**config.mk**
```make
export PLATFORM = sky130hd
export DESIGN_NAME = ap_instr_top
export DESIGN_NICKNAME = d
export VERILOG_FILES = /design/src/common/ap_isa_pkg.sv /design/src/common/ap_mem_pkg.sv /design/src/hdl/ap_instr_top.sv /design/src/hdl/program_counter.sv /design/src/ins_cache/ins_cache.sv /design/src/ins_cache/isa_burst_reader.sv
export SDC_FILE = /design/constraint.sdc
export NUM_CORES = 1
export LEC_CHECK = 0
export BUFFER_PORTS_ARGS = -buffer_cell sky130_fd_sc_hd__buf_2
export CAP_MARGIN = 20
export CORE_MARGIN = 3
export CORE_UTILIZATION = 55
export CTS_BUF_LIST = sky130_fd_sc_hd__clkbuf_8
export DETAILED_ROUTE_END_ITERATION = 8
export PLACE_DENSITY = 0.76
export SLEW_MARGIN = 25
export SYNTH_ARGS = -nofsm -noshare
export SYNTH_HDL_FRONTEND = slang
export SYNTH_HIERARCHICAL = 1
export SYNTH_SLANG_ARGS = --single-unit
```
**constraint.sdc**
```tcl
create_clock -name clk -period 5.9 [get_ports clk]
set_input_delay 0.59 -clock clk [delete_from_list [all_inputs] [get_ports clk]]
set_output_delay 0.59 -clock clk [all_outputs]
set_load 0.05 [all_outputs]
```
**src/common/ap_isa_pkg.sv**
```systemverilog
package ap_isa_pkg;

    //////////////////////////////
    // instruction field types
    //////////////////////////////

    typedef logic [3:0]  opcode_t;
    typedef logic [7:0]  cam_addr_t;         // row or column address inside the CAM
    typedef logic [1:0]  operand2_t;
    typedef logic [15:0] mem_addr_t;         // word address of an instruction

    //////////////////////////////
    // opcodes
    //////////////////////////////

    localparam opcode_t RESET    = 4'd1;
    localparam opcode_t RET      = 4'd2;     // last instruction of a program
    localparam opcode_t LOADRBR  = 4'd4;
    localparam opcode_t LOADCBC  = 4'd5;
    localparam opcode_t STORERBR = 4'd6;
    localparam opcode_t STORECBC = 4'd7;
    localparam opcode_t COPY     = 4'd8;
    localparam opcode_t ADD      = 4'd9;
    localparam opcode_t SUB      = 4'd10;
    localparam opcode_t TSC      = 4'd11;
    localparam opcode_t ABS      = 4'd12;

    // operand 2 selects one of the CAM fields
    localparam operand2_t M_A = 2'd1;
    localparam operand2_t M_B = 2'd2;
    localparam operand2_t M_R = 2'd3;

    //////////////////////////////
    // instruction word
    //////////////////////////////

    typedef struct packed {
        opcode_t   opcode;
        cam_addr_t cam_addr;
        operand2_t operand2;
        mem_addr_t mem_addr;
    } ap_instr_t;                            // 30 bits, opcode in the top nibble

endpackage

```
**src/common/ap_mem_pkg.sv**
```systemverilog
package ap_mem_pkg;

    import ap_isa_pkg::mem_addr_t;

    //////////////////////////////
    // DDR side widths
    //////////////////////////////

    typedef logic [27:0] ddr_addr_t;         // byte address on the DDR port
    typedef logic [9:0]  burst_len_t;        // refill length and received word count

    //////////////////////////////
    // cache and program sizes
    //////////////////////////////

    localparam burst_len_t CACHE_DEPTH     = 10'd32;   // words held in one block
    localparam mem_addr_t  TOTAL_ISA_DEPTH = 16'd128;  // words of program space
    localparam ddr_addr_t  DDR_WORD_BYTES  = 28'd8;    // each instruction sits in a 64 bit slot

    typedef logic [$clog2(CACHE_DEPTH)-1:0] cache_idx_t;

endpackage

```
**src/hdl/ap_instr_top.sv**
```systemverilog
`timescale 1ns/1ps

module ap_instr_top
    import ap_isa_pkg::*;
    import ap_mem_pkg::*;
(
    input  logic      clk,
    input  logic      rst,

    input  logic      start,
    input  mem_addr_t start_addr,

    // external memory read port
    output logic      mem_rd_en,
    output ddr_addr_t mem_rd_addr,
    input  ap_instr_t mem_rd_data,

    // processor controller side
    output ap_instr_t instruction,
    output logic      ins_valid,
    output logic      halted
);

    logic       fetch;
    mem_addr_t  fetch_addr;

    logic       refill_req;
    ddr_addr_t  refill_addr;
    burst_len_t refill_len;
    logic       word_valid;
    ap_instr_t  word_data;
    burst_len_t word_cnt;
    logic       refill_done;

    program_counter u_pc (
        .clk         (clk),
        .rst         (rst),
        .start       (start),
        .start_addr  (start_addr),
        .ins_valid   (ins_valid),
        .instruction (instruction),
        .fetch       (fetch),
        .fetch_addr  (fetch_addr),
        .halted      (halted)
    );

    ins_cache u_cache (
        .clk         (clk),
        .rst         (rst),
        .fetch       (fetch),
        .fetch_addr  (fetch_addr),
        .instruction (instruction),
        .ins_valid   (ins_valid),
        .refill_req  (refill_req),
        .refill_addr (refill_addr),
        .refill_len  (refill_len),
        .word_valid  (word_valid),
        .word_data   (word_data),
        .word_cnt    (word_cnt),
        .refill_done (refill_done)
    );

    isa_burst_reader u_burst (
        .clk         (clk),
        .rst         (rst),
        .refill_req  (refill_req),
        .refill_addr (refill_addr),
        .refill_len  (refill_len),
        .mem_rd_en   (mem_rd_en),
        .mem_rd_addr (mem_rd_addr),
        .mem_rd_data (mem_rd_data),
        .word_valid  (word_valid),
        .word_data   (word_data),
        .word_cnt    (word_cnt),
        .refill_done (refill_done)
    );

endmodule

```
**src/hdl/program_counter.sv**
```systemverilog
`timescale 1ns/1ps

module program_counter
    import ap_isa_pkg::*;
(
    input  logic      clk,
    input  logic      rst,

    input  logic      start,
    input  mem_addr_t start_addr,

    input  logic      ins_valid,
    input  ap_instr_t instruction,

    output logic      fetch,
    output mem_addr_t fetch_addr,
    output logic      halted
);

    typedef enum logic {
        pc_idle,
        pc_run
    } pc_state_t;

    pc_state_t state_q;
    logic      fetch_q;
    mem_addr_t addr_q;
    logic      halted_q;

    always_ff @(posedge clk or negedge rst)
    begin
        if (!rst)
        begin
            state_q  <= pc_idle;
            fetch_q  <= 1'b0;
            addr_q   <= '0;
            halted_q <= 1'b0;
        end
        else if (start)
        begin
            state_q  <= pc_run;
            fetch_q  <= 1'b1;
            addr_q   <= start_addr;
            halted_q <= 1'b0;
        end
        else
        begin
            fetch_q <= 1'b0;
            if (state_q == pc_run && ins_valid)
            begin
                if (instruction.opcode == RET)
                begin
                    state_q  <= pc_idle;
                    halted_q <= 1'b1;               // held until the next start
                end
                else
                begin
                    addr_q  <= addr_q + 1'b1;
                    fetch_q <= 1'b1;
                end
            end
        end
    end

    assign fetch      = fetch_q;
    assign fetch_addr = addr_q;
    assign halted     = halted_q;

    // once halted, only a new start brings fetches back
    a_no_fetch_halted : assert property (@(posedge clk) disable iff (!rst)
        halted && !start |=> !fetch);

endmodule

```
**src/ins_cache/ins_cache.sv**
```systemverilog
`timescale 1ns/1ps

module ins_cache
    import ap_isa_pkg::*;
    import ap_mem_pkg::*;
(
    input  logic       clk,
    input  logic       rst,

    // program counter side
    input  logic       fetch,
    input  mem_addr_t  fetch_addr,

    // processor controller side
    output ap_instr_t  instruction,
    output logic       ins_valid,

    // burst reader side
    output logic       refill_req,
    output ddr_addr_t  refill_addr,
    output burst_len_t refill_len,
    input  logic       word_valid,
    input  ap_instr_t  word_data,
    input  burst_len_t word_cnt,
    input  logic       refill_done
);

    typedef enum logic [1:0] {
        idle,
        load_ins,
        sent_ins
    } cache_state_t;

    cache_state_t state_q;

    ap_instr_t    cache_mem [0:CACHE_DEPTH-1];
    ap_instr_t    instr_q;
    mem_addr_t    tag_q;
    burst_len_t   fill_len_q;
    logic         filled_q;
    logic         refill_req_q;
    ddr_addr_t    refill_addr_q;

    mem_addr_t    offset;
    mem_addr_t    remain;
    burst_len_t   clip_len;
    logic         hit;

    //////////////////////////////
    // tag window compare
    //////////////////////////////

    assign offset   = fetch_addr - tag_q;
    assign remain   = TOTAL_ISA_DEPTH - fetch_addr;
    assign clip_len = (remain > mem_addr_t'(CACHE_DEPTH)) ? CACHE_DEPTH : burst_len_t'(remain);

    assign hit = filled_q
              && (fetch_addr >= tag_q)
              && (offset < mem_addr_t'(fill_len_q));   // the block may be short near the top

    //////////////////////////////
    // control state
    //////////////////////////////

    always_ff @(posedge clk or negedge rst)
    begin
        if (!rst)
        begin
            state_q      <= idle;
            tag_q        <= '0;
            fill_len_q   <= '0;
            filled_q     <= 1'b0;
            refill_req_q <= 1'b0;
        end
        else
        begin
            refill_req_q <= 1'b0;
            case (state_q)
                idle:
                begin
                    if (fetch)
                    begin
                        if (hit)
                        begin
                            state_q <= sent_ins;
                        end
                        else
                        begin
                            state_q      <= load_ins;
                            refill_req_q <= 1'b1;
                            tag_q        <= fetch_addr;      // the missed word starts the block
                            fill_len_q   <= clip_len;
                            filled_q     <= 1'b0;           // old contents are overwritten in place
                        end
                    end
                end

                load_ins:
                begin
                    if (refill_done)
                    begin
                        state_q  <= sent_ins;
                        filled_q <= 1'b1;
                    end
                end

                sent_ins:
                begin
                    state_q <= idle;
                end

                default:
                begin
                    state_q <= idle;
                end
            endcase
        end
    end

    // byte address of the block start, captured on a miss
    always_ff @(posedge clk)
    begin
        if (state_q == idle && fetch && !hit)
        begin
            refill_addr_q <= ddr_addr_t'(fetch_addr) * DDR_WORD_BYTES;
        end
    end

    //////////////////////////////
    // block array and output
    //////////////////////////////

    always_ff @(posedge clk)
    begin
        if (state_q == load_ins && word_valid)
        begin
            cache_mem[cache_idx_t'(word_cnt - 1'b1)] <= word_data;
        end
    end

    always_ff @(posedge clk)
    begin
        if (state_q == idle && fetch && hit)
        begin
            instr_q <= cache_mem[cache_idx_t'(offset)];
        end
        else if (state_q == load_ins && word_valid && word_cnt == burst_len_t'(1))
        begin
            instr_q <= word_data;                   // first word of a refill is the missed one
        end
    end

    assign instruction = instr_q;
    assign ins_valid   = (state_q == sent_ins);
    assign refill_req  = refill_req_q;
    assign refill_addr = refill_addr_q;
    assign refill_len  = fill_len_q;

    // returned words belong to a refill that this cache asked for
    a_word_in_load : assert property (@(posedge clk) disable iff (!rst)
        word_valid |-> state_q == load_ins);

    // the burst reader never hands back more words than requested
    a_cnt_bound : assert property (@(posedge clk) disable iff (!rst)
        word_valid |-> word_cnt <= refill_len);

endmodule

```
**src/ins_cache/isa_burst_reader.sv**
```systemverilog
`timescale 1ns/1ps

module isa_burst_reader
    import ap_isa_pkg::*;
    import ap_mem_pkg::*;
(
    input  logic       clk,
    input  logic       rst,

    // request from the cache
    input  logic       refill_req,
    input  ddr_addr_t  refill_addr,
    input  burst_len_t refill_len,

    // memory read port
    output logic       mem_rd_en,
    output ddr_addr_t  mem_rd_addr,
    input  ap_instr_t  mem_rd_data,

    // returned words
    output logic       word_valid,
    output ap_instr_t  word_data,
    output burst_len_t word_cnt,
    output logic       refill_done
);

    logic       rd_en_q;
    logic       rd_en_d_q;
    ddr_addr_t  rd_addr_q;
    burst_len_t rd_left_q;
    burst_len_t len_q;
    burst_len_t rcv_cnt_q;

    //////////////////////////////
    // read issue and return count
    //////////////////////////////

    always_ff @(posedge clk or negedge rst)
    begin
        if (!rst)
        begin
            rd_en_q   <= 1'b0;
            rd_en_d_q <= 1'b0;
            rd_left_q <= '0;
            rcv_cnt_q <= '0;
        end
        else
        begin
            rd_en_d_q <= rd_en_q;                   // memory answers one cycle after the read
            if (refill_req)
            begin
                rd_en_q   <= (refill_len != '0);
                rd_left_q <= refill_len;
                rcv_cnt_q <= '0;
            end
            else
            begin
                if (rd_en_q)
                begin
                    rd_left_q <= rd_left_q - 1'b1;
                    if (rd_left_q == burst_len_t'(1))
                    begin
                        rd_en_q <= 1'b0;            // last read of the burst
                    end
                end
                if (word_valid)
                begin
                    rcv_cnt_q <= rcv_cnt_q + 1'b1;
                end
            end
        end
    end

    always_ff @(posedge clk)
    begin
        if (refill_req)
        begin
            rd_addr_q <= refill_addr;
            len_q     <= refill_len;
        end
        else if (rd_en_q)
        begin
            rd_addr_q <= rd_addr_q + DDR_WORD_BYTES;
        end
    end

    assign mem_rd_en   = rd_en_q;
    assign mem_rd_addr = rd_addr_q;
    assign word_valid  = rd_en_d_q;
    assign word_data   = mem_rd_data;
    assign word_cnt    = rcv_cnt_q + 1'b1;       // counts from 1 with the word it marks
    assign refill_done = word_valid && (word_cnt == len_q);

    // the cache waits for refill_done before it can miss again
    a_no_req_busy : assert property (@(posedge clk) disable iff (!rst)
        refill_req |-> !(rd_en_q || rd_en_d_q));

endmodule

```
==> summary by stage <==
Finish
The share of layout cells above drive strength 1 is 31.0%. The top cell types in the final layout, fill and taps aside, are sky130_fd_sc_hd__edfxtp_1 (1,044), sky130_fd_sc_hd__mux4_2 (300), sky130_fd_sc_hd__clkbuf_8 (173). Compared with the post-synthesis result, the final layout area differs by 11.8%. The final layout contains 2,559 nets.

The commonest non-fill, non-tap cell in the layout is sky130_fd_sc_hd__edfxtp_1.

Routing
The routed design has 102 mm of wire. Using the TritonRoute via totals, the vias-per-cell ratio works out to 6.23. The DRC marker count from the first detailed-route iteration is 2,115. The residual antenna-violating net count after detailed routing is 0. Dividing the detail-routed wire length by the instance count gives 27.6 um. The first-pass detailed-route iteration total is 7.

For this run, design rule violations remaining after detail routing come to 0. Detailed routing inserted a total of 22,899 vias.

Timing
The maximum clock rate is 202 MHz. After layout, the minimum clock period comes to 4.94 ns. The final count of negative-setup-slack endpoints is 0. The remaining max-slew budget at the tightest pin is 28.2%.

For the final routed database, the setup TNS stands at 0 ns. The slew at the pin closest to its max-slew limit is 1.07 ns. The final number of max-transition violations is 0. Setup repair after global routing left no endpoint under its margin. The worst setup skew after layout is 0.0427 ns. The minimum setup slack in the final design is 0.956 ns. The final hold violation count is 0.

The final critical path takes up 83.8% of the cycle.

Synth
The xor-xnor portion of the synthesized cell area is 1.58%. The distinct cell type count of the synthesized netlist is 85. Summing the areas of all compound-gate instances in the mapped netlist gives 2.07% of the synthesized area.

In the synthesized netlist the dominant register cell turns out to be sky130_fd_sc_hd__edfxtp_1. The synthesis warning total is 6. The share of synthesized cell area in full adder, half adder and majority cells is 0.925%. Summing the areas of all and, or, nand and nor instances in the mapped netlist gives 3.65% of the synthesized area. The total standard cell area after synthesis is 45,500 um2. By area the synthesized netlist is led by sky130_fd_sc_hd__edfxtp_1 (69%), sky130_fd_sc_hd__mux4_2 (15%), sky130_fd_sc_hd__dfrtp_1 (3.9%). The sequential-to-total area share from yosys stat is 72.9%. By area, the combinational part of the netlist is dominated by multiplexers. After synthesis, the share of cell area in mux cells is 16.8%. The async set or reset register ratio after synthesis is 6.37%. The count of state elements after synthesis is 1,115. Synthesis handed over a netlist of 2,258 instances. The mean cell area of the mapped netlist is 20.1 um2.

The number of flops mapped to enable cells by yosys is 1,044. The area share of the largest cell type after synthesis is 68.9%. The largest area contributor in the netlist is sky130_fd_sc_hd__edfxtp_1.

CTS
The clock tree synthesis step divided the H-tree into 4 levels. The clock root buffer is sky130_fd_sc_hd__clkbuf_8. The number of buffers on the longest clock path is 3. The clock latency of the later-clocked register in the worst-skew pair is 0.83 ns.

The count of clock tree sinks is 1,115. The clock-pin slew on the worst setup and hold paths is 0.06 ns. The post-CTS setup repair buffer count is 0. The number of buffers inserted during clock tree synthesis is 171. The clock tree from TritonCTS is built.

Pwr
Cell internal power was estimated by the tool at 17.4 mW. Net switching is 34.1% of the power. The part of the total power dissipated in the clock network is 22.2%. The leakage power figure is 16.8 nW.

VDD sags by at most 0.407 mV. Combinational logic burns 37.2% of the power. The register share of total power is 40.6%.

The power per standard cell area is 518 nW/um2. Summed over all nets, the switching power comes to 8.97 mW.

Die
The initial utilization of the core area, before any placement, comes to 56.0%. The width of the die is 294 um. The die outline height is 294 um.

110 I/O pins were placed. The area of the placeable core is 81,200 um2. The site row count is 104.

The die area is 86,200 um2.

Placed design
The post-placement setup slack is 0.973 ns. The HPWL after detailed placement is 58.1 mm. Input and output buffers added on the ports amount to 109. Routability-driven placement finished with a final weighted congestion of 0.858.

Global routing
The number of global-route vias before repair is 23,637. The first-pass GRT wire length is 152 mm. The number of antenna violations at the first check in global routing is 6. After global routing the overflow that remains totals 0. For this run, the total global-route usage over all layers was measured as 24.0%. Entering global routing, the biggest net connects 110 pins.

Setup path
Of all nets on the critical path, the largest fanout is 16. The slowest stage of the critical path belongs to the cell sky130_fd_sc_hd__fa_4. In this design, the stage delay of the slowest critical-path cell is 0.51 ns.

STA puts the critical path data arrival time at 5.50 ns. The required time at the worst-slack endpoint is 6.45 ns. Walking the worst path, the cells encountered are inv_1, ha_4, inv_1, fa_4, a21o_1, a21oi_1, xnor2_2, ha_1, a21o_1, a2111oi_2, o21ai_0, a221o_1, a2111oi_0, and3_2, nand4_4, buf_4, mux2_4.

The critical path class is flip-flop to flip-flop. STA classifies the critical path startpoint as a flip-flop. The critical path capture point type is a flip-flop.

Min path
The type of the worst min-delay path is primary input to flip-flop.

Status
The run finished with clean final reports.

Job
The number of max-cap violations is 0.
[state kept, by name, summed over array words and instances (netlist names)]
signal	cells
u_cache/cache_mem	960
u_pc/state_q	1
u_pc/halted	1
u_burst/rd_left_q	10
u_cache/refill_req	1
u_pc/fetch	1
u_cache/refill_len	10
u_burst/rcv_cnt_q	10
u_cache/tag_q	16
u_burst/mem_rd_addr	28
u_cache/instruction	30
u_pc/fetch_addr	16
u_cache/refill_addr	16
u_burst/len_q	10
u_burst/mem_rd_en	1
u_cache/filled_q	1
u_cache/state_q	2
u_burst/word_valid	1
[through the flow]
step	cells	hold slack (ns)	power [mW]	instance area, um2	utilization [%]
4_1_cts	3668	0.000323	26.5	50700	62.4
3_5_place_dp	3344	0.517	20.6	47400	58.4
2_1_floorplan	2269	0.294	17.7	45500	-
3_3_place_gp	3342	0.510	20.3	47400	58.3
5_1_grt	3677	0.0317	27.5	50800	62.6
6_report	3677	0.0659	26.3	50800	62.6
[power by group through the flow]
stage / Combinational, mW / Sequential (mW) / Clock (mW)
2_1_floorplan: 6.62 / 11.0 / 0
3_3_place_gp: 9.52 / 10.7 / 0
3_5_place_dp: 9.74 / 10.9 / 0
4_1_cts: 9.79 / 10.7 / 5.98
5_1_grt: 10.4 / 10.8 / 6.33
6_report: 9.80 / 10.7 / 5.84
[metal layers]
layer,vias to the layer above,part of all wire (%),track usage (%)
li1,9629,-,-
met1,12054,38,31.9
met2,1029,52,40.9
met3,185,7.5,4.26
met4,2,2.3,7.92
met5,-,0.013,0
[final timing paths]
check | endpoint | cells after the start | start | slack (ns)
min | u_pc/fetch_addr[12] | 3 | start_addr[12] | 0.07
max reg2reg | u_cache/instruction[24] | 17 | u_pc/fetch_addr[0] | 0.96
max | u_cache/instruction[24] | 17 | u_pc/fetch_addr[0] | 0.96
min in group asynchronous | u_burst/rcv_cnt_q[1] | 2 | rst | 0.19
min reg2reg | u_burst/len_q[1] | 0 | u_cache/refill_len[1] | 0.52
max in group asynchronous | u_pc/fetch_addr[12] | 3 | rst | 5.11
[layout make-up]
class / instances / area [um2]
fillers: 5410 / 30400
clock buffers: 173 / 2380
well taps: 1060 / 1330
repair buffers: 179 / 1330
multi-input cells: 961 / 11800
inverters: 49 / 184
clock inverters: 138 / 737
flip-flops and latches: 1115 / 33100
diodes: 2 / 5.00
[kinds of logic (layout without fill, tap and decap cells)]
logic type,after synthesis,count (layout)
buffers and inverters,193,539
DFF,1115,1115
xor gates and xnor gates,81,81
adders and majority gates,33,33
other,1,14
AOI/OAI and AO/OA,151,151
muxes,371,371
and+or+nand+nor,313,313
[worst max-delay path, delay by kind of cell, from the launching register on]
kind	cells	cell delay [ns]
AOI/OAI and AO/OA	7	1.76
adders and majority gates	3	0.94
and+or+nand+nor	2	0.42
DFF	1	0.49
muxes	1	0.35
xor gates and xnor gates	1	0.15
buffers and inverters	3	0.56
[synthesized netlist by cell type, types with 32 or more instances]
library cell	n
sky130_fd_sc_hd__inv_1	48
sky130_fd_sc_hd__mux4_2	300
sky130_fd_sc_hd__nor2_1	75
sky130_fd_sc_hd__buf_4	42
sky130_fd_sc_hd__ha_1	32
sky130_fd_sc_hd__clkbuf_1	59
sky130_fd_sc_hd__nand2_1	102
sky130_fd_sc_hd__edfxtp_1	1044
sky130_fd_sc_hd__buf_2	36
sky130_fd_sc_hd__mux2_2	37
sky130_fd_sc_hd__xnor2_1	45
sky130_fd_sc_hd__o21ai_0	76
sky130_fd_sc_hd__dfrtp_1	71
sky130_fd_sc_hd__xor2_1	35
[timing repair]
item	CTS	global route
endpoints found under the hold margin	83	0
hold buffers	13	0
resized for setup	0	0
Power figures use the tool's default switching activity.
